==> config.mk <==
export PLATFORM = sky130hd
export DESIGN_NAME = bf_verdict_pipe
export DESIGN_NICKNAME = d
export VERILOG_FILES = /design/src/hdl/bf_pkg.sv /design/src/hdl/bf_verdict_pipe.sv
export SDC_FILE = /design/constraint.sdc
export NUM_CORES = 1
export LEC_CHECK = 0
export ABC_AREA = 1
export BUFFER_PORTS_ARGS = -buffer_cell sky130_fd_sc_hd__buf_2
export CAP_MARGIN = 15
export CORE_MARGIN = 2
export CORE_UTILIZATION = 50
export CTS_BUF_LIST = sky130_fd_sc_hd__clkbuf_4 sky130_fd_sc_hd__clkbuf_8
export CTS_CLUSTER_SIZE = 25
export DETAILED_ROUTE_END_ITERATION = 8
export PLACE_DENSITY = 0.91
export SLEW_MARGIN = 20
export SYNTH_ARGS = -nofsm -noshare
export SYNTH_HDL_FRONTEND = slang
export SYNTH_SLANG_ARGS = --single-unit
==> constraint.sdc <==
create_clock -name clk -period 1.3 [get_ports clk]
set_input_delay 0.195 -clock clk [delete_from_list [all_inputs] [get_ports clk]]
set_output_delay 0.195 -clock clk [all_outputs]
set_load 0.1 [all_outputs]
==> src/hdl/bf_pkg.sv <==
package bf_pkg;

    // request side widths
    localparam int ADDR_W = 27;
    localparam int ID_W   = 8;
    localparam int CMD_W  = 64;

    // filter geometry
    localparam int FILTER_W    = 10;
    localparam int FILTER_SIZE = 1 << FILTER_W;
    localparam int NUM_BANKS   = 2;

    typedef logic [ADDR_W-1:0]   addr_t;
    typedef logic [ID_W-1:0]     id_t;
    typedef logic [CMD_W-1:0]    cmd_word_t;
    typedef logic [FILTER_W-1:0] bank_addr_t;

    typedef enum logic [2:0] {
        MODE_IDLE       = 3'd0,
        MODE_INSERT     = 3'd1,
        MODE_REMOVE     = 3'd2,
        MODE_QUERY      = 3'd3,
        MODE_CODE_LOAD  = 3'd4,
        MODE_CODE_MATCH = 3'd5
    } bf_mode_e;

    // mode switch words
    localparam cmd_word_t CMD_IDLE       = 64'h7EA7BA0F2EA9BA08;
    localparam cmd_word_t CMD_INSERT     = 64'hAFE0D0FDBF0FAFC0;
    localparam cmd_word_t CMD_REMOVE     = 64'hAECF0EAFBEABBCBF;
    localparam cmd_word_t CMD_QUERY      = 64'hFEA0AFE0B0FFA0EF;
    localparam cmd_word_t CMD_CODE_LOAD  = 64'hF0E0FEA0BACFEFAC;
    localparam cmd_word_t CMD_CODE_MATCH = 64'hCEAFE0AC0FEF0AE0;

    // code load framing, marker at each end of the word
    localparam int          MARK_W        = 5;
    localparam logic [4:0]  CODE_MARK_HI  = 5'b01010;
    localparam logic [4:0]  CODE_MARK_LO  = 5'b10101;
    localparam int          CODE_MASK_LSB = 32;
    localparam int          CODE_CODE_LSB = 5;

    // insert/remove key position in a data word
    localparam int KEY_LSB = 0;

    // shift-xor hashes work on a 32 bit key
    localparam int HASH_W = 32;
    typedef logic [HASH_W-1:0] hash_word_t;

    localparam hash_word_t HASH_SEED = 32'h811c9dc5;
    localparam int HASH0_SH_A = 13;
    localparam int HASH0_SH_B = 7;
    localparam int HASH1_SH_A = 11;
    localparam int HASH1_SH_B = 3;

endpackage
==> src/hdl/bf_verdict_pipe.sv <==
module bf_verdict_pipe (
    input  logic             clk,
    input  logic             rst_n,
    input  bf_pkg::bf_mode_e mode,
    input  logic             arvalid,
    input  logic             awvalid,
    input  bf_pkg::id_t      arid,
    input  bf_pkg::id_t      awid,
    input  logic             ar_code_match,
    input  logic             ar_hit0,
    input  logic             ar_hit1,
    input  logic             aw_hit0,
    input  logic             aw_hit1,
    output logic             arvalid_bf,
    output logic             awvalid_bf,
    output bf_pkg::id_t      arid_bf,
    output bf_pkg::id_t      awid_bf,
    output logic             ar_is_faulty,
    output logic             aw_is_faulty
);
    import bf_pkg::*;

    logic     arvalid_s1;
    logic     awvalid_s1;
    id_t      arid_s1;
    id_t      awid_s1;
    bf_mode_e mode_s1;
    bf_mode_e mode_s2;
    logic     ar_match_s1;
    logic     ar_match_s2;
    logic     ar_hit_s2;
    logic     aw_hit_s2;

    always_ff @(posedge clk) begin
        if (!rst_n) begin
            arvalid_s1 <= 1'b0;
            awvalid_s1 <= 1'b0;
            arvalid_bf <= 1'b0;
            awvalid_bf <= 1'b0;
            mode_s1    <= MODE_IDLE;
            mode_s2    <= MODE_IDLE;
        end else begin
            arvalid_s1 <= arvalid;
            awvalid_s1 <= awvalid;
            arvalid_bf <= arvalid_s1;
            awvalid_bf <= awvalid_s1;
            mode_s1    <= mode;
            mode_s2    <= mode_s1;
        end
    end

    // bank outputs arrive with stage 1, so hits are captured one stage later
    always_ff @(posedge clk) begin
        arid_s1     <= arid;
        awid_s1     <= awid;
        ar_match_s1 <= ar_code_match;
        arid_bf     <= arid_s1;
        awid_bf     <= awid_s1;
        ar_match_s2 <= ar_match_s1;
        ar_hit_s2   <= ar_hit0 && ar_hit1;
        aw_hit_s2   <= aw_hit0 && aw_hit1;
    end

    assign ar_is_faulty = arvalid_bf
                          && (((mode_s2 == MODE_QUERY) && ar_hit_s2)
                              || ((mode_s2 == MODE_CODE_MATCH) && ar_match_s2));

    // writes stay on the filter in code match mode
    assign aw_is_faulty = awvalid_bf && aw_hit_s2
                          && ((mode_s2 == MODE_QUERY) || (mode_s2 == MODE_CODE_MATCH));

endmodule

Word level (Yosys, flattened, before mapping). Cells that the tools add are included.

Equality and inequality tests: 2. Reduce and logical (&&, ||, !) cells: 9.

Operators by type and width (number): 1-bit logical AND (7); 3-bit by 2-bit equality test with 1-bit output, second input constant (1); 3-bit equality test, second input constant (1); 1-bit logical OR (2).

Register bits after elaboration: 46. Input bits: 28. Output and inout bits: 20. Logic and storage cells: 25.

Logic depth before layout (Yosys ltp). Gate-level depths: netlist (run 1).

Depth after elaboration: 4. Depth in mapped cells: 3. Depth with buffers taken out: 3.

Least setup slack after synthesis (run 1). No wires, ideal clock.

Path kind: reg-to-output. Start: reg awvalid_bf. End: out aw_is_faulty. Arrival: 2.533 ns. Data required time: 1.105 ns. Setup slack: -1.428 ns. Stages on the path, launching flop included: 3. Buffers on the path: 0. Cells stage by stage: dfxtp_1 -> nand2_1 -> a21oi_1.

Word-level cells in the longest chain between the ends: 2.

RTL lines: start, declared (line bf_verdict_pipe.sv:15) `output logic awvalid_bf,`; start signal, assigned (line bf_verdict_pipe.sv:46) `awvalid_bf <= awvalid_s1;`; 1-bit logical AND (line bf_verdict_pipe.sv:69) `assign aw_is_faulty = awvalid_bf && aw_hit_s2`; 1-bit logical AND (line bf_verdict_pipe.sv:70) `&& ((mode_s2 == MODE_QUERY) || (mode_s2 == MODE_CODE_MATCH));`; end, declared (line bf_verdict_pipe.sv:19) `output logic aw_is_faulty`.

Every way passes these cells.

Final worst setup path (run 1).
Start: reg mode_s2[1]. End: out ar_is_faulty.

Word-level cells in the longest chain between the ends: 4. Elaborated cells on any way between the ends: 6. Classes of those cells: eq/ne: 2; reduce/logical: 4.

RTL lines: start, declared (line bf_verdict_pipe.sv:28) `bf_mode_e mode_s2;`; start signal, assigned (line bf_verdict_pipe.sv:48) `mode_s2 <= mode_s1;`; 3-bit by 2-bit equality test with 1-bit output or 3-bit equality test (tied branches) (line bf_verdict_pipe.sv:65, bf_verdict_pipe.sv:66); 1-bit logical AND (on tied branches) (line bf_verdict_pipe.sv:65, bf_verdict_pipe.sv:66); 1-bit logical OR * (line bf_verdict_pipe.sv:66) `|| ((mode_s2 == MODE_CODE_MATCH) && ar_match_s2));`; 1-bit logical AND * (line bf_verdict_pipe.sv:65) `&& (((mode_s2 == MODE_QUERY) && ar_hit_s2)`; end, declared (line bf_verdict_pipe.sv:18) `output logic ar_is_faulty,`.

Every way passes the cells marked *; elsewhere a longest branch is shown, timed or not.

==> summary.txt, run 1 <==
Place
  – Inst Count DP: 154
  – DP HPWL: 1180 µm
  – Placed cell areas: 1400 µm²
  – Final GP Congestion: 0.641
  – Port bufs: 47
  – Pre-CTS setup slack: 0.204 ns

Layout
  – Area growth syn-to-layout: 58.1%
  – Reg area: 932 µm²
  – Final std cells w/o fill: 179
  – Fill count: 94
  – Fin area: ~1700 µm²
  – Nets: 179
  – Multi-input gate area: around 120 µm²
  – # diodes: 0
  – Layout cells sized above 1: 44.1%
  – Final Util: a little over four fifths

Yosys
  – Synth Cell Area: 1060 µm²
  – Yosys warnings: 0
  – Synth Area in Simple Gates: 6.71%
  – Register area share after synthesis: between 80% and 90%
  – Flops & latches, synth: 46
  – Synth top area cells: dfxtp_1, inv_1, nand2_1
  – Xor/xnor cell area share of the yosys netlist: 0%
  – Syn nets: 109
  – Largest family of logic cells by synthesized area: simple AND/OR/NAND/NOR gates
  – Area fraction in compound gates after synthesis: 0.941%
  – Post-Syn Instances: 81
  – Yosys top cell area share: 86.6%
  – Post-synthesis mux area share: 0%
  – Mean cell area of the mapped netlist: 13.1 µm²
  – Netlist cell types: 7
  – Biggest area consumer among synthesized cells: dfxtp_1
  – Adder-Cell Fraction of Synth Area: 0%

Global route
  – Gr ovfl total: 0
  – Vias in the first global route: 804
  – GRT Total Usage: about a fifth
  – Antenna violations before repair: 0
  – Largest net degree at the start of global routing: 15
  – Global-route wire length before repair: 3540 µm

Setup path
  – R2R depth: 2
  – Max incr delay on CP: 0.35 ns
  – Arrival time at the worst endpoint: 1.26 ns
  – Worst Path Required: 1.11 ns
  – Crit path cell chain: inv_2 -> nand4_1 -> a21oi_4 -> buf_12
  – Crit end category: primary output
  – Worst-path maximum fanout: 3
  – Setup CP Type: flip-flop to primary output
  – CP Launch Type: flip-flop
  – Critical Path Slowest Stage Cell: dfxtp_2

Routing
  – Final WL: ~2400 µm
  – Routed Antenna Nets: 0
  – Via density: 4.20
  – DRC: 0
  – Post-DR wirelength/cell: 13.2 µm
  – Via count: 752
  – Initial DRT Pass Iterations: 4
  – Initial drt markers: 25

Clock tree
  – Post-CTS Setup Inserts: 0
  – CTS root buf: clkbuf_4
  – Clock Sinks: 46
  – H-tree levels: 2
  – TritonCTS buffer count: 5
  – Clk_lat worst skew: 0.35 ns
  – Clock buffer depth: 2
  – Clock slew at reported path FFs: roughly 0.13 ns
  – CTS tree: done

STA
  – Crit path time final: between 1 and 1.5 ns
  – Hold_ws: ~0.014 ns
  – Period utilization: 112%
  – Max Transition Viols Final: 0
  – Slew @ Worst Pin: 0.305 ns
  – RSZ-0062 raised after global routing: yes
  – Endpoints failing hold: 0
  – Setup TNS: -0.271 ns
  – Final setup skew: 0.00850 ns
  – Slew HR: ~80%
  – Final worst slack: -0.158 ns
  – Achievable frequency: 686 MHz
  – Final setup violation count: 2

Worst hold path
  – Worst hold-check path type: input port to flip-flop
  – Hold path depth: 3

Run
  – Max-cap viol count: 0

Status
  – Status: complete, but fails checks
  – Failing checks: negative setup slack

Floorplanning
  – Chip Width: 50.1 µm
  – Rows: 16
  – Die height: 50.1 µm
  – # IOs: 48
  – Core box area: 1980 µm²
  – DIE AREA: approximately 2500 µm²
  – Starting density of the core: 53.7%

Power and ir drop
  – Total Power: 2.57 mW
  – Sequential share of power: 58.7%
  – Comb pwr share: approximately 14%
  – Internal Power: 1.85 mW
  – Leak pwr: 0.847 nW
  – Cell Pwr Density: 1530 nW/µm²
  – Clock share of power: 27.2%
  – Switching Share: 28.0%
  – IR drop worst, VDD: 1.43 mV
  – Switching pwr: 0.720 mW
## final cells by class
type | instances | area share (%)
Sequential cell | 46 | 55.4
Timing Repair Buffer | 64 | 28.6
Multi-Input combinational cell | 19 | 6.92
Inverter | 15 | 3.35
Clock buffer | 6 | 3.05
Tap cell | 27 | 2.01
Clock inverter | 2 | 0.670
## what timing repair did
action	4_1_cts	5_1_grt
hold endpoints to repair	17	0
setup endpoints to repair	12	10
pin swaps	2	2
hold buffers	17	0
gates resized for setup	13	11
## synthesized netlist by cell type, drive strengths merged
cell type and n:
dfxtp 46, buf 1, nand2 13, inv 15, a21oi 2, nand4 2
nand3 2
## cells in the final DEF, fill, tap and decap left out, drive strengths merged
cell type / count
inv: 16
a21oi: 2
nand4: 2
nand3: 2
clkinv: 1
nand2: 13
dfxtp: 46
buf: 39
dlygate4sd3: 17
clkbuf: 14
## metal layers
metal	GRT usage, %	part of all wire, %	vias to the layer above
li1	-	-	376
met4	12.5	2.0	0
met3	8.48	8.4	5
met2	36.2	52	38
met5	0	0	-
met1	19.3	38	333
## power groups by stage
| stage | registers (mW) | clock network, mW | logic, mW |
|---|---|---|---|
| after floorplan | 1.74 | 0 | 0.0202 |
| after global placement | 1.53 | 0 | 0.297 |
| after detailed placement | 1.53 | 0 | 0.301 |
| after CTS | 1.50 | 0.692 | 0.349 |
| after global routing | 1.51 | 0.753 | 0.375 |
| final | 1.51 | 0.698 | 0.363 |
## worst max-delay path, delay by kind of cell (launching register included)
family | cells | cell delay [ns]
buffers and inverters | 2 | 0.25
DFF | 1 | 0.35
and+or+nand+nor | 1 | 0.12
AOI/OAI and AO/OA | 1 | 0.20
## cells by family after synthesis
group	after synthesis
flip-flops	46
AND/OR/NAND/NOR	17
buffers and inverters	16
AO/OA/AOI/OAI	2
## registers in the layout, summed over array words and instances (netlist names), 3 cells and up
register,cells
arid_bf,8
mode_s2,3
awid_s1,8
mode_s1,3
awid_bf,8
arid_s1,8
## path summary, 6_finish.rpt
| check | startpoint | to | slack (ns) |
|---|---|---|---|
| worst max register to register | mode_s1[2] | mode_s2[2] | 0.80 |
| worst max-delay path | mode_s2[1] | ar_is_faulty | -0.16 |
| worst min register to register | arid_s1[5] | arid_bf[5] | 0.34 |
| worst min-delay path | ar_hit1 | ar_hit_s2 | 0.01 |
Power figures use the tool's default switching activity.
==> run 2: changes to the inputs <==
--- a/config.mk
+++ b/config.mk
@@ -8,12 +8,13 @@
 export ABC_AREA = 1
 export BUFFER_PORTS_ARGS = -buffer_cell sky130_fd_sc_hd__buf_2
 export CAP_MARGIN = 15
-export CORE_MARGIN = 2
+export CORE_MARGIN = 5
 export CORE_UTILIZATION = 50
 export CTS_BUF_LIST = sky130_fd_sc_hd__clkbuf_4 sky130_fd_sc_hd__clkbuf_8
 export CTS_CLUSTER_SIZE = 25
 export DETAILED_ROUTE_END_ITERATION = 8
 export PLACE_DENSITY = 0.91
+export SKIP_CTS_REPAIR_TIMING = 1
 export SLEW_MARGIN = 20
 export SYNTH_ARGS = -nofsm -noshare
 export SYNTH_HDL_FRONTEND = slang
==> run 2 against run 1 <==
The run still ends with negative setup slack left. Count of clock-buffer cells in the layout grew 1. Sequential share of layout area shrank 0.29 points. Clock skew shrank 0.0042 ns. Sequential cell count is the same. First-iteration DRC count shrank 44%. Combinational power is essentially flat. Non-clock buffer count grew 1. Clock power shrank 2%. Total power shrank 0.71%. Sequential power is essentially flat. Final area grew 0.52%. Register-to-register slack is essentially flat. Highest routed layer unchanged.
==> summary.txt, run 2 (synthesis gave the netlist of run 1 again) <==
Setup path
  – Worst-path maximum fanout: 3 (unchanged)
  – RR Startpoint: mode_s1[0] (was mode_s1[2])
  – Arrival time at the worst endpoint: 1.29 ns (was 1.26 ns)
  – CP startpoint: mode_s2[1] (unchanged)
  – R2R depth: 2 (unchanged)
  – Flop-to-flop setup slack: 0.81 ns (was 0.80 ns)
  – Setup CP Type: flip-flop to primary output (unchanged)
  – Worst Path Required: 1.11 ns (about the same)
  – CP Launch Type: flip-flop (unchanged)
  – Worst r2r dst: mode_s2[0] (was mode_s2[2])
  – Crit end category: primary output (unchanged)

Power and ir drop
  – Leak pwr: 0.850 nW (was 0.847 nW)
  – IR drop worst, VDD: 1.59 mV (was 1.43 mV)
  – Cell Pwr Density: 1510 nW/µm² (was 1530 nW/µm²)
  – Total Power: 2.55 mW (was 2.57 mW)

Clock tree
  – Clock buffer depth: 2 (unchanged)
  – TritonCTS buffer count: 5 (unchanged)
  – CTS tree: done (unchanged)
  – H-tree levels: 2 (unchanged)
  – Clock slew at reported path FFs: 0.11 ns (was 0.13 ns)
  – Clock Sinks: 46 (unchanged)
  – Clk_lat worst skew: 0.34 ns (was 0.35 ns)
  – CTS root buf: clkbuf_4 (unchanged)

Place
  – Inst Count DP: 154 (unchanged)
  – Port bufs: 47 (unchanged)
  – Placed cell areas: 1400 µm² (unchanged)
  – Pre-CTS setup slack: 0.196 ns (was 0.204 ns)
  – Final GP Congestion: 0.746 (was 0.641)
  – DP HPWL: 1440 µm (was 1180 µm)

STA
  – Hold_ws: 0.0275 ns (was 0.0144 ns)
  – Final worst slack: -0.181 ns (was -0.158 ns)
  – Max Transition Viols Final: 0 (unchanged)
  – RSZ-0062 raised after global routing: yes (unchanged)
  – Setup TNS: -0.324 ns (was -0.271 ns)
  – Period utilization: 114% (was 112%)
  – Slew @ Worst Pin: 0.317 ns (was 0.305 ns)
  – Crit path time final: 1.48 ns (was 1.46 ns)
  – Slew HR: 79.0% (was 79.8%)
  – Final setup skew: 0.00427 ns (was 0.00850 ns)
  – Achievable frequency: 675 MHz (was 686 MHz)
  – Endpoints failing hold: 0 (unchanged)
  – Final setup violation count: 2 (unchanged)

Floorplanning
  – DIE AREA: 3150 µm² (was 2510 µm²)
  – Rows: 16 (unchanged)
  – Chip Width: 56.1 µm (was 50.1 µm)
  – Die height: 56.1 µm (was 50.1 µm)
  – # IOs: 48 (unchanged)
  – Core box area: 2000 µm² (was 1980 µm²)
  – Starting density of the core: 53.1% (was 53.7%)

Layout
  – Reg area: 932 µm² (unchanged)
  – Area growth syn-to-layout: 58.9% (was 58.1%)
  – Layout cells sized above 1: 43.8% (was 44.1%)
  – Final std cells w/o fill: 180 (was 179)
  – Most frequent cells in the layout: dfxtp_1, buf_2, clkbuf_4 (was dfxtp_1, buf_2, dlygate4sd3_1)
  – Fill count: 103 (was 94)
  – # diodes: 0 (unchanged)
  – Fin area: 1690 µm² (was 1680 µm²)
  – Commonest non-fill, non-tap cell in the layout: dfxtp_1 (unchanged)
  – Final Util: 84.4% (was 84.8%)
  – Multi-input gate area: 116 µm² (unchanged)
  – Nets: 180 (was 179)

Global route
  – Gr ovfl total: 0 (unchanged)
  – Vias in the first global route: 644 (was 804)
  – GRT Total Usage: 11.2% (was 20.5%)
  – Antenna violations before repair: 0 (unchanged)
  – Global-route wire length before repair: 2600 µm (was 3540 µm)
  – Largest net degree at the start of global routing: 14 (was 15)

Status
  – Failing checks: negative setup slack (unchanged)
  – Status: complete, but fails checks (unchanged)

Routing
  – Initial DRT Pass Iterations: 3 (was 4)
  – Via density: 4.15 (was 4.20)
  – Final WL: 2390 µm (was 2370 µm)
  – Post-DR wirelength/cell: 13.3 µm (was 13.2 µm)
  – DRC: 0 (unchanged)
  – Via count: 747 (was 752)
  – Initial drt markers: 14 (was 25)
  – Routed Antenna Nets: 0 (unchanged)

Worst hold path
  – Worst hold-check path type: input port to flip-flop (unchanged)
  – Hold EP: aw_hit_s2 (was ar_hit_s2)
  – Hold path depth: 3 (unchanged)
  – Hold wc startpoint: aw_hit1 (was ar_hit1)

Run
  – Max-cap viol count: 0 (unchanged)
-- run 2: cell types whose count changed in the layout (fill, tap and decap cells not counted) --
cell and delta:
inv_4 -1, inv_1 +1, buf_4 -9, inv_2 -1, clkbuf_4 +11
-- run 2: worst max-delay path: stages, from the launching register on --
cell	delay [ns]
dfxtp_2	0.34
inv_1	0.09
nand4_1	0.15
a21oi_4	0.18
buf_12	0.19
-- run 2: worst max-delay path by stage --
stage / end / slack, ns / cells after the start
after floorplan: aw_is_faulty / -0.04 / 2
after global placement: ar_is_faulty / 0.24 / 3
after global routing: ar_is_faulty / -0.24 / 3
final: ar_is_faulty / -0.18 / 4
after CTS: ar_is_faulty / -0.19 / 3
after detailed placement: ar_is_faulty / 0.20 / 3
-- run 2: report_power, final --
part | internal [mW] | leakage (nW) | switching, mW | total [mW]
clock network | 0.284 | 0.0387 | 0.399 | 0.682
registers | 1.48 | 0.389 | 0.0243 | 1.51
logic | 0.102 | 0.422 | 0.259 | 0.361
-- run 2: final cells by class --
cell class / count / area share (%)
clock buffer: 7 / 3.48
clock inverter: 1 / 0.296
inverter: 15 / 3.33
multi-input combinational: 19 / 6.88
sequential: 46 / 55.1
tap: 27 / 2.00
timing repair buffer: 65 / 28.9
-- run 2: routing by layer --
metal	share of wire, %	wire length, µm	GRT usage (%)	vias up
met5	0	0	0	-
met2	56	1330	18.4	39
li1	-	-	-	381
met1	33	791	9.93	323
met3	9.6	229	10.2	4
met4	1.4	34	3.05	0
