File: src/hdl/bf_pkg.sv
package bf_pkg;

    // request side widths
    localparam int ADDR_W = 27;
    localparam int ID_W   = 8;
    localparam int CMD_W  = 64;

    // filter geometry
    localparam int FILTER_W    = 10;
    localparam int FILTER_SIZE = 1 << FILTER_W;
    localparam int NUM_BANKS   = 2;

    typedef logic [ADDR_W-1:0]   addr_t;
    typedef logic [ID_W-1:0]     id_t;
    typedef logic [CMD_W-1:0]    cmd_word_t;
    typedef logic [FILTER_W-1:0] bank_addr_t;

    typedef enum logic [2:0] {
        MODE_IDLE       = 3'd0,
        MODE_INSERT     = 3'd1,
        MODE_REMOVE     = 3'd2,
        MODE_QUERY      = 3'd3,
        MODE_CODE_LOAD  = 3'd4,
        MODE_CODE_MATCH = 3'd5
    } bf_mode_e;

    // mode switch words
    localparam cmd_word_t CMD_IDLE       = 64'h7EA7BA0F2EA9BA08;
    localparam cmd_word_t CMD_INSERT     = 64'hAFE0D0FDBF0FAFC0;
    localparam cmd_word_t CMD_REMOVE     = 64'hAECF0EAFBEABBCBF;
    localparam cmd_word_t CMD_QUERY      = 64'hFEA0AFE0B0FFA0EF;
    localparam cmd_word_t CMD_CODE_LOAD  = 64'hF0E0FEA0BACFEFAC;
    localparam cmd_word_t CMD_CODE_MATCH = 64'hCEAFE0AC0FEF0AE0;

    // code load framing, marker at each end of the word
    localparam int          MARK_W        = 5;
    localparam logic [4:0]  CODE_MARK_HI  = 5'b01010;
    localparam logic [4:0]  CODE_MARK_LO  = 5'b10101;
    localparam int          CODE_MASK_LSB = 32;
    localparam int          CODE_CODE_LSB = 5;

    // insert/remove key position in a data word
    localparam int KEY_LSB = 0;

    // shift-xor hashes work on a 32 bit key
    localparam int HASH_W = 32;
    typedef logic [HASH_W-1:0] hash_word_t;

    localparam hash_word_t HASH_SEED = 32'h811c9dc5;
    localparam int HASH0_SH_A = 13;
    localparam int HASH0_SH_B = 7;
    localparam int HASH1_SH_A = 11;
    localparam int HASH1_SH_B = 3;

endpackage
File: src/hdl/bf_hash.sv
module bf_hash (
    input  bf_pkg::addr_t      key,
    output bf_pkg::bank_addr_t h0,
    output bf_pkg::bank_addr_t h1
);
    import bf_pkg::*;

    hash_word_t key_ext;
    hash_word_t h0_a;
    hash_word_t h0_b;
    hash_word_t h1_a;
    hash_word_t h1_b;

    assign key_ext = hash_word_t'(key);

    // hash 0, plain shift-xor
    assign h0_a = key_ext ^ (key_ext >> HASH0_SH_A);
    assign h0_b = h0_a ^ (h0_a >> HASH0_SH_B);

    // hash 1, seeded; first shift works on the unseeded key
    assign h1_a = (key_ext ^ HASH_SEED) ^ (key_ext >> HASH1_SH_A);
    assign h1_b = h1_a ^ (h1_a >> HASH1_SH_B);

    assign h0 = h0_b[FILTER_W-1:0];
    assign h1 = h1_b[FILTER_W-1:0];

endmodule

File: config.mk
export PLATFORM = sky130hd
export DESIGN_NAME = bf_hash
export DESIGN_NICKNAME = d
export VERILOG_FILES = /design/src/hdl/bf_pkg.sv /design/src/hdl/bf_hash.sv
export SDC_FILE = /design/constraint.sdc
export NUM_CORES = 1
export LEC_CHECK = 0
export BUFFER_PORTS_ARGS = -buffer_cell sky130_fd_sc_hd__buf_2
export CORE_AREA = 10 10 47 49
export DETAILED_ROUTE_END_ITERATION = 16
export DIE_AREA = 0 0 57 59
export GPL_ROUTABILITY_DRIVEN = 0
export PLACE_DENSITY = 0.71
export SLEW_MARGIN = 20
export SYNTH_ARGS = -nofsm -noshare
export SYNTH_HDL_FRONTEND = slang
export SYNTH_SLANG_ARGS = --single-unit
File: constraint.sdc
create_clock -name vclk -period 0.8
set_input_delay 0 -clock vclk [all_inputs]
set_output_delay 0 -clock vclk [all_outputs]
set_load 0.01 [all_outputs]
* Word level (Yosys, flattened, before mapping)
Cells that the tools add are included.
** Cells by class
- Bitwise gates (word level) :: 5
** Operators with widths (number)
- $xor A10 B10 Y10 :: 2
- $xor A17 B14 Y17 :: 1
- $xor A13 B13 Y13 :: 1
- $not A8 Y8 :: 1
** Storage, ports and cells
- Input port bits :: 27
- Output and inout bits :: 20
- Word-level logic and storage cells :: 5
- Register bits after elaboration :: 0

* Longest topological paths before layout
Gate-level depths: netlist of run 1.
- Depth after elaboration :: 3
- Depth in mapped cells :: 2
- Gate-level depth less buffers :: 2

* Worst setup path after synthesis of run 1
Ideal clock, no wire load.
- Kind :: input to output
- Start point :: in key[4]
- End point :: out h1[4]
- Path slack :: 0.314 ns
- Required time :: 0.800 ns
- Buffers on the path :: 0
- Arrival :: 0.486 ns
- Stages on the path :: 2
- Path through :: xnor2_1 xor2_1
** On the way
- Word-level cells in the longest chain between the ends :: 2
** RTL lines
- start, declared :: line bf_hash.sv:2 : input bf_pkg::addr_t key,
- $xor A13 B13 Y13 :: line bf_hash.sv:21 : assign h1_a = (key_ext ^ HASH_SEED) ^ (key_ext >> HASH1_SH_A);
- $xor A10 B10 Y10 :: line bf_hash.sv:22 : assign h1_b = h1_a ^ (h1_a >> HASH1_SH_B);
- end, declared :: line bf_hash.sv:4 : output bf_pkg::bank_addr_t h1
Every way passes these cells.

* Final worst setup path of run 1
- Start point :: in key[6]
- End point :: out h1[3]
** On the way
- Word-level cells in the longest chain between the ends :: 3
** RTL lines (line)
- $not A8 Y8 (no line)
- $xor A13 B13 Y13 :: bf_hash.sv:21
- $xor A10 B10 Y10 :: bf_hash.sv:22
Every way passes these cells.

==> qor.txt, run 1 <==
Core ar. -> 1401 sq um
sw frac -> 50.50%
GRT Util Overall -> 7.409%
mux share of post-synthesis cell area -> 0%
Synth Area in Compound Gates -> 0%
worst endpoint required time -> 0.80 ns
IO Pins -> 47
Post-Route WL -> 1.414 mm
critical path's slowest cell -> xnor2_1
vias in the first global route -> 483
final hold viol count -> 0
critical path's top delay family -> XOR/XNOR gates
internal power -> 0.3677 mW
layout cells sized above 1 -> 51.06%
CP Capture Type -> primary output
Die W -> 57 um
global-route wire length before repair -> 2.159 mm
post-route clock period utilization -> 89.99%
WHS Endpoint -> h0[9]
Reg power frac -> 0%
DRC -> 0
startpoint types -> primary input
DR vias/cell -> 4.118
RSZ-0062 raised after global routing -> false
CP max stage delay -> 0.27 ns
Max IR drop VDD -> 415.3 uV
Clock Buffer Count -> 0
Max FO, Critical Path -> 2
Fillers -> 144
Post-Synthesis Net Count -> 74
row count -> 14
worst-margin pin slew -> 0.3076 ns
Arr. time, crit path -> 0.72 ns
commonest non-fill, non-tap cell in the layout -> buf_2
DIE HEIGHT -> 59 um
hold buffer count at CTS -> 0
vias -> 453
Die Area -> 3363 sq um
Synth Area per Inst -> 8.918 sq um
Initial DRC Count -> 3
HP Class -> primary input to primary output
Reg area -> 0 sq um
worst path bufs/invs -> 2
Synth Area in XOR/XNOR -> 100.0%
Combinational Power Share -> 100.0%
area grow syn2layout -> 60.90%
f_max -> 1.389 GHz
CP Launch Point -> key[6]
max cap viols -> 0
Syn Inst Count -> 47
Yosys top cell area share -> 68.96%
outcome -> finished, final reports clean
fin crit period -> 0.7199 ns
buffer count from post-CTS setup fixing -> 0
HP Start -> key[16]
initial antenna violation count -> 0
crit-path cells -> buf_2, xnor2_1, xnor2_1, buf_2
layout net count -> 123
Detail Route Antenna Nets -> 0
setup violators final -> 0
Clk pwr share -> 0%
Pleak -> 0.3143 nW
P_sw -> 0.3752 mW
wire per inst -> 12.85 um
Yosys cell types -> 3
most frequent cells in the layout -> 47 x buf_2, 33 x xnor2_1, 13 x xor2_1
worst slack, placed -> 0.07164 ns
Ys Warns -> 0
largest net degree at the start of global routing -> 4
drt first pass iters -> 2
post-synthesis sequential area ratio -> 0%
final setup TNS -> 0 ns
Initial Util -> 29.91%
largest family of logic cells by synthesized area -> XOR/XNOR gates
HPWL Detailed -> 1.384 mm
largest area contributor in the netlist -> xnor2_1
Post-Synth Simple-Gate Area -> 0%
slack of the critical path -> 0.08009 ns
Slew HR -> 79.35%
WHS Path Cells -> 3
post-CTS sizing -> 0
ranking of synthesized cells by area -> xnor2_1 69%, xor2_1 27%, xor2_2 3.9%
pwr dens -> 1102 nW/um^2
Ant. Diodes -> 0
FFs & Latches -> 0
critical path type -> primary input to primary output
port buffer count -> 47
GR Overflow Total -> 0
Post-Synth Adder-Cell Area -> 0%
Final Max Tran Viols -> 0
synthesized area -> 419.2 sq um
==> final cells by class <==
cell class / count / area [sq um] / share of cell area (%)
multi-input combinational: 47 / 419.2 / 62.15
timing repair buffer: 47 / 235.2 / 34.88
tap: 16 / 20.02 / 2.968
==> power groups by stage <==
stage | clock network, mW | logic [mW] | registers (mW)
finish | 0 | 0.743 | 0
detailed placement | 0 | 0.758 | 0
CTS | 0 | 0.761 | 0
global route | 0 | 0.813 | 0
global placement | 0 | 0.750 | 0
floorplan | 0 | 0.421 | 0
==> synth_stat cells (all sizes together) <==
| cell type | count |
|---|---|
| xor2 | 14 |
| xnor2 | 33 |
==> tightest hold or removal path: cells and delay by family <==
| family | cells | cell delay [ns] |
|---|---|---|
| buffers and inverters | 2 | 0.25 |
| xor gates and xnor gates | 1 | 0.07 |
==> through the flow <==
stage          power [mW]  cell area [sq um]  hold slack, ns  cells  utilization [%]
3_3_place_gp       0.7495              674.4          0.3240    110            48.13
2_1_floorplan      0.4206              419.2         0.08006     47                -
6_report           0.7430              674.4          0.3195    110            48.13
4_1_cts            0.7607              674.4          0.3279    110            48.13
5_1_grt            0.8133              674.4          0.3521    110            48.13
3_5_place_dp       0.7585              674.4          0.3274    110            48.13
==> layer usage <==
metal	part of all wire, %	wire (um)	global-route usage, %	vias to the layer above
met5	0	0	0	-
met4	0	0	0	0
met3	11	151	2.575	0
met2	51	721	13.80	26
met1	38	541	8.373	191
li1	-	-	-	236
==> kinds of logic after synthesis <==
kind of cell / Yosys count
XOR/XNOR: 47
==> how the worst max path moves through the flow <==
stage            end  depth (start not counted)
2_1_floorplan  h1[4]                          2
3_3_place_gp   h0[7]                          4
3_5_place_dp   h1[3]                          4
4_1_cts        h1[3]                          4
5_1_grt        h1[3]                          4
6_report       h1[3]                          4
Power figures use the tool's default switching activity.
==> run 2: changes to the inputs <==
--- a/config.mk
+++ b/config.mk
@@ -6,11 +6,13 @@
 export NUM_CORES = 1
 export LEC_CHECK = 0
 export BUFFER_PORTS_ARGS = -buffer_cell sky130_fd_sc_hd__buf_2
-export CORE_AREA = 10 10 47 49
+export CELL_PAD_IN_SITES_DETAIL_PLACEMENT = 1
+export CELL_PAD_IN_SITES_GLOBAL_PLACEMENT = 2
+export CORE_MARGIN = 10
+export CORE_UTILIZATION = 18
 export DETAILED_ROUTE_END_ITERATION = 16
-export DIE_AREA = 0 0 57 59
 export GPL_ROUTABILITY_DRIVEN = 0
-export PLACE_DENSITY = 0.71
+export PLACE_DENSITY = 0.85
 export SLEW_MARGIN = 20
 export SYNTH_ARGS = -nofsm -noshare
 export SYNTH_HDL_FRONTEND = slang
==> run 2 against run 1 <==
  * Fmax up 0.49%
  * Sequential cell count unchanged
  * First-iteration DRC count up 130%
  * Largest power group unchanged
  * Core utilization down 16 points
  * Sequential share of layout area unchanged
  * Largest cell class unchanged
  * Cell count up 11%
  * Power up 3.4%
  * Routed wire length up 20%
==> qor.txt, run 2 (synthesized netlist as in run 1, its figures left out) <==
f_max -> 1.396 GHz (was 1.389 GHz)
startpoint types -> primary input (unchanged)
Initial DRC Count -> 7 (was 3)
initial antenna violation count -> 0 (unchanged)
Reg area -> 0 sq um (unchanged)
DR vias/cell -> 3.762 (was 4.118)
Final Max Tran Viols -> 0 (unchanged)
Initial Util -> 18.95% (was 29.91%)
worst endpoint required time -> 0.80 ns (about the same)
vias in the first global route -> 510 (was 483)
Arr. time, crit path -> 0.72 ns (about the same)
global-route wire length before repair -> 2.511 mm (was 2.159 mm)
commonest non-fill, non-tap cell in the layout -> buf_2 (unchanged)
most frequent cells in the layout -> 47 x buf_2, 30 x xnor2_1, 13 x xor2_1 (was 47 x buf_2, 33 x xnor2_1, 13 x xor2_1)
Placed Area -> 689.4 sq um (was 674.4 sq um)
GRT Util Overall -> 6.678% (was 7.409%)
buffer count from post-CTS setup fixing -> 0 (unchanged)
HPWL Detailed -> 1.666 mm (was 1.384 mm)
worst-margin pin slew -> 0.3052 ns (was 0.3076 ns)
RSZ-0062 raised after global routing -> false (unchanged)
Pleak -> 0.3312 nW (was 0.3143 nW)
slack of the critical path -> 0.08357 ns (was 0.08009 ns)
Die W -> 68.26 um (was 57 um)
Post-Route Utilization -> 32.18% (was 48.13%)
IO Pins -> 47 (unchanged)
HP Class -> primary input to primary output (unchanged)
layout net count -> 123 (unchanged)
Clock Buffer Count -> 0 (unchanged)
final setup TNS -> 0 ns (unchanged)
final hold viol count -> 0 (unchanged)
Ant. Diodes -> 0 (unchanged)
WHS -> 0.3456 ns (was 0.3195 ns)
Max IR drop VDD -> 301.1 uV (was 415.3 uV)
DP Cell Count -> 122 (was 110)
Core ar. -> 2212 sq um (was 1401 sq um)
vias -> 459 (was 453)
DIE HEIGHT -> 68.26 um (was 59 um)
max cap viols -> 0 (unchanged)
Detail Route Antenna Nets -> 0 (unchanged)
CP Capture Type -> primary output (unchanged)
outcome -> finished, final reports clean (unchanged)
Die Area -> 4659 sq um (was 3363 sq um)
pwr dens -> 1079 nW/um^2 (was 1102 nW/um^2)
Post-Route WL -> 1.693 mm (was 1.414 mm)
worst slack, placed -> 0.02173 ns (was 0.07164 ns)
port buffer count -> 47 (unchanged)
DRC -> 0 (unchanged)
layout cells sized above 1 -> 54.26% (was 51.06%)
largest net degree at the start of global routing -> 4 (unchanged)
Slew HR -> 79.51% (was 79.35%)
critical path type -> primary input to primary output (unchanged)
setup violators final -> 0 (unchanged)
Final Instance Area -> 711.9 sq um (was 674.4 sq um)
Power, Total -> 0.7679 mW (was 0.7430 mW)
drt first pass iters -> 2 (unchanged)
fin crit period -> 0.7164 ns (was 0.7199 ns)
GR Overflow Total -> 0 (unchanged)
post-route clock period utilization -> 89.55% (was 89.99%)
Max FO, Critical Path -> 2 (unchanged)
FFs & Latches -> 0 (unchanged)
area grow syn2layout -> 69.85% (was 60.90%)
Layout Cells excl Fill -> 122 (was 110)
row count -> 17 (was 14)
wire per inst -> 13.88 um (was 12.85 um)
==> run 2: final timing paths <==
check / start / to / slack, ns / cells after the start
worst max-delay path: key[20] / h0[7] / 0.08 / 4
worst min-delay path: key[16] / h0[9] / 0.35 / 3
==> run 2: per-layer routing <==
layer | GRT usage, % | wire, um
met1 | 7.299 | 590
met2 | 12.79 | 888
met3 | 2.284 | 214
met4 | 0 | 0
met5 | 0 | 0
==> run 2: report_power, final <==
group | internal, mW | switching (mW) | total, mW
Combinational | 0.377 | 0.391 | 0.768
Sequential | 0 | 0 | 0
Clock | 0 | 0 | 0
Total | 0.377 | 0.391 | 0.768
==> run 2: what timing repair did <==
action,4_1_cts,5_1_grt
setup endpoints to repair,0,4
hold buffers,0,0
gates resized for setup,0,3
==> run 2: critical path, cell delays in order <==
cell	delay, ns
buf_2	0.11
xnor2_1	0.29
xnor2_1	0.16
buf_2	0.16
==> run 2: final cells by class <==
type,instances,area (sq um)
fill,293,1500
timing repair buffer,47,235.2
multi-input combinational,47,441.7
tap,28,35.03
==> run 3: changes to the inputs <==
--- a/config.mk
+++ b/config.mk
@@ -5,15 +5,16 @@
 export SDC_FILE = /design/constraint.sdc
 export NUM_CORES = 1
 export LEC_CHECK = 0
+export ABC_AREA = 1
 export BUFFER_PORTS_ARGS = -buffer_cell sky130_fd_sc_hd__buf_2
 export CELL_PAD_IN_SITES_DETAIL_PLACEMENT = 1
 export CELL_PAD_IN_SITES_GLOBAL_PLACEMENT = 2
 export CORE_MARGIN = 10
-export CORE_UTILIZATION = 18
+export CORE_UTILIZATION = 21
 export DETAILED_ROUTE_END_ITERATION = 16
 export GPL_ROUTABILITY_DRIVEN = 0
-export PLACE_DENSITY = 0.85
-export SLEW_MARGIN = 20
+export PLACE_DENSITY = 0.87
+export SLEW_MARGIN = 25
 export SYNTH_ARGS = -nofsm -noshare
 export SYNTH_HDL_FRONTEND = slang
 export SYNTH_SLANG_ARGS = --single-unit
==> run 3 against run 2 <==
  * Cell count grew to 2.7 times the previous value
  * Setup slack improved by 0.062 ns
  * Die area increased by 62%
  * Via count increased to 3.1 times the previous value
==> qor.txt, run 3 <==
outcome -> finished, final reports clean (unchanged)
Pleak -> 0.9423 nW (was 0.3312 nW)
largest area contributor in the netlist -> nand2_1 (was xnor2_1)
Initial Util -> 21.58% (was 18.95%)
area grow syn2layout -> 29.56% (was 69.85%)
critical path type -> primary input to primary output (unchanged)
GRT Util Overall -> 9.901% (was 6.678%)
Ys Warns -> 0 (unchanged)
global-route wire length before repair -> 6.575 mm (was 2.511 mm)
max cap viols -> 0 (unchanged)
FFs & Latches -> 0 (unchanged)
CP max stage delay -> 0.13 ns (was 0.29 ns)
Max IR drop VDD -> 220.7 uV (was 301.1 uV)
most frequent cell after synthesis -> nand2_1 (was xnor2_1)
hold buffer count at CTS -> 0 (unchanged)
layout net count -> 311 (was 123)
synthesized area -> 939.7 sq um (was 419.2 sq um)
worst path bufs/invs -> 3 (was 2)
mux share of post-synthesis cell area -> 0% (unchanged)
final setup TNS -> 0 ns (unchanged)
Synth Area in Compound Gates -> 0% (unchanged)
Detail Route Antenna Nets -> 0 (unchanged)
row count -> 24 (was 17)
leading cell types by count after synthesis -> 189 x nand2_1, 25 x inv_1, 8 x nor2_1 (was 33 x xnor2_1, 13 x xor2_1, 1 x xor2_2)
Multi-input gate area -> 800.8 sq um (was 441.7 sq um)
Post-Synth Simple-Gate Area -> 78.70% (was 0%)
Max FO, Critical Path -> 5 (was 2)
critical path's slowest cell -> buf_2 (was xnor2_1)
crit-path cells -> buf_2, inv_1, nand2_1, nand2_1, nand2_1, nand2_1, buf_2 (was buf_2, xnor2_1, xnor2_1, buf_2)
vias -> 1400 (was 459)
Reg area -> 0 sq um (unchanged)
largest family of logic cells by synthesized area -> simple AND/OR/NAND/NOR gates (was XOR/XNOR gates)
DIE HEIGHT -> 86.89 um (was 68.26 um)
WHS -> 0.3834 ns (was 0.3456 ns)
final hold viol count -> 0 (unchanged)
worst endpoint required time -> 0.80 ns (about the same)
Final Instance Area -> 1217 sq um (was 711.9 sq um)
Fillers -> 665 (was 293)
Placed Area -> 1217 sq um (was 689.4 sq um)
RSZ-0062 raised after global routing -> false (unchanged)
vias in the first global route -> 1517 (was 510)
post-CTS sizing -> 0 (unchanged)
Ant. Diodes -> 0 (unchanged)
port buffer count -> 47 (unchanged)
post-synthesis sequential area ratio -> 0% (unchanged)
WHS Path Cells -> 4 (was 3)
most used cell along the critical path -> nand2_1
largest net degree at the start of global routing -> 8 (was 4)
Arr. time, crit path -> 0.65 ns (was 0.72 ns)
pwr dens -> 636.2 nW/um^2 (was 1079 nW/um^2)
post-route clock period utilization -> 81.85% (was 89.55%)
f_max -> 1.527 GHz (was 1.396 GHz)
HPWL Detailed -> 3.399 mm (was 1.666 mm)
layout cells sized above 1 -> 18.79% (was 54.26%)
DRC -> 0 (unchanged)
WHS Endpoint -> h0[8] (was h0[9])
Core ar. -> 4354 sq um (was 2212 sq um)
fin crit period -> 0.6548 ns (was 0.7164 ns)
most frequent cells in the layout -> 189 x nand2_1, 47 x buf_2, 25 x inv_1 (was 47 x buf_2, 30 x xnor2_1, 13 x xor2_1)
initial antenna violation count -> 0 (unchanged)
Post-Route WL -> 3.716 mm (was 1.693 mm)
HP Class -> primary input to primary output (unchanged)
Syn Inst Count -> 238 (was 47)
Clock Buffer Count -> 0 (unchanged)
DR vias/cell -> 4.192 (was 3.762)
IO Pins -> 47 (unchanged)
Synth Area in XOR/XNOR -> 6.525% (was 100.0%)
buffer count from post-CTS setup fixing -> 0 (unchanged)
GR Overflow Total -> 0 (unchanged)
Die W -> 86.89 um (was 68.26 um)
CP Capture Type -> primary output (unchanged)
ranking of synthesized cells by area -> nand2_1 75%, inv_1 10%, xnor2_1 6.5% (was xnor2_1 69%, xor2_1 27%, xor2_2 3.9%)
startpoint types -> primary input (unchanged)
Die Area -> 7550 sq um (was 4659 sq um)
wire per inst -> 11.13 um (was 13.88 um)
drt first pass iters -> 3 (was 2)
Post-Synth Adder-Cell Area -> 0% (unchanged)
Post-Synthesis Net Count -> 265 (was 74)
Slew HR -> 86.88% (was 79.51%)
Yosys cell types -> 6 (was 3)
critical path's top delay family -> buffers and inverters (was XOR/XNOR gates)
HP Start -> key[15] (was key[16])
Yosys top cell area share -> 75.50% (was 68.96%)
commonest non-fill, non-tap cell in the layout -> nand2_1 (was buf_2)
Synth Area per Inst -> 3.948 sq um (was 8.918 sq um)
Final Max Tran Viols -> 0 (unchanged)
Initial DRC Count -> 26 (was 7)
worst-margin pin slew -> 0.1954 ns (was 0.3052 ns)
setup violators final -> 0 (unchanged)
run 3: cell type report:
type | count | share of cell area [%]
Multi-Input combinational cell | 204 | 65.78
Timing Repair Buffer | 47 | 19.32
Inverter | 31 | 9.558
Tap cell | 52 | 5.344
run 3: per-stage QoR:
stage	std cells	util, %	setup WS [ns]	total power, mW
final	334	27.96	0.1452	0.7745
after global routing	334	27.96	0.03428	0.9091
after CTS	334	27.96	0.1303	0.7968
after detailed placement	334	27.96	0.1358	0.7936
after global placement	334	27.96	0.1350	0.7789
after floorplan	238	-	0.3615	0.4593
run 3: worst max path at each step:
stage,end,from,cells past startpoint,slack (ns)
5_1_grt,h1[4],key[4],7,0.03
3_3_place_gp,h1[9],key[9],7,0.13
3_5_place_dp,h1[5],key[8],7,0.14
2_1_floorplan,h0[0],key[13],6,0.36
4_1_cts,h1[5],key[8],7,0.13
6_report,h1[9],key[9],7,0.15
run 3: per-layer routing:
layer,up-vias,track usage [%],part of all wire [%]
li1,772,-,-
met2,28,18.72,48
met4,0,0,0
met1,600,11.48,45
met5,-,0,0
met3,0,2.341,7.4
run 3: tightest hold or removal path, delay by kind of cell:
family        cells  cell delay [ns]
simple gates      2             0.11
buf+inv           2             0.27
run 3: power breakdown:
| part | leakage [nW] | internal [mW] | switching (mW) |
|---|---|---|---|
| Sequential | 0 | 0 | 0 |
| Combinational | 0.942 | 0.290 | 0.485 |
| Clock | 0 | 0 | 0 |
| Total | 0.942 | 0.290 | 0.485 |
run 3: cells by family (layout without fill, tap and decap cells):
kind of cell / after synthesis / after routing
xor gates and xnor gates: 7 / 7
and+or+nand+nor: 197 / 197
buffers and inverters: 34 / 78
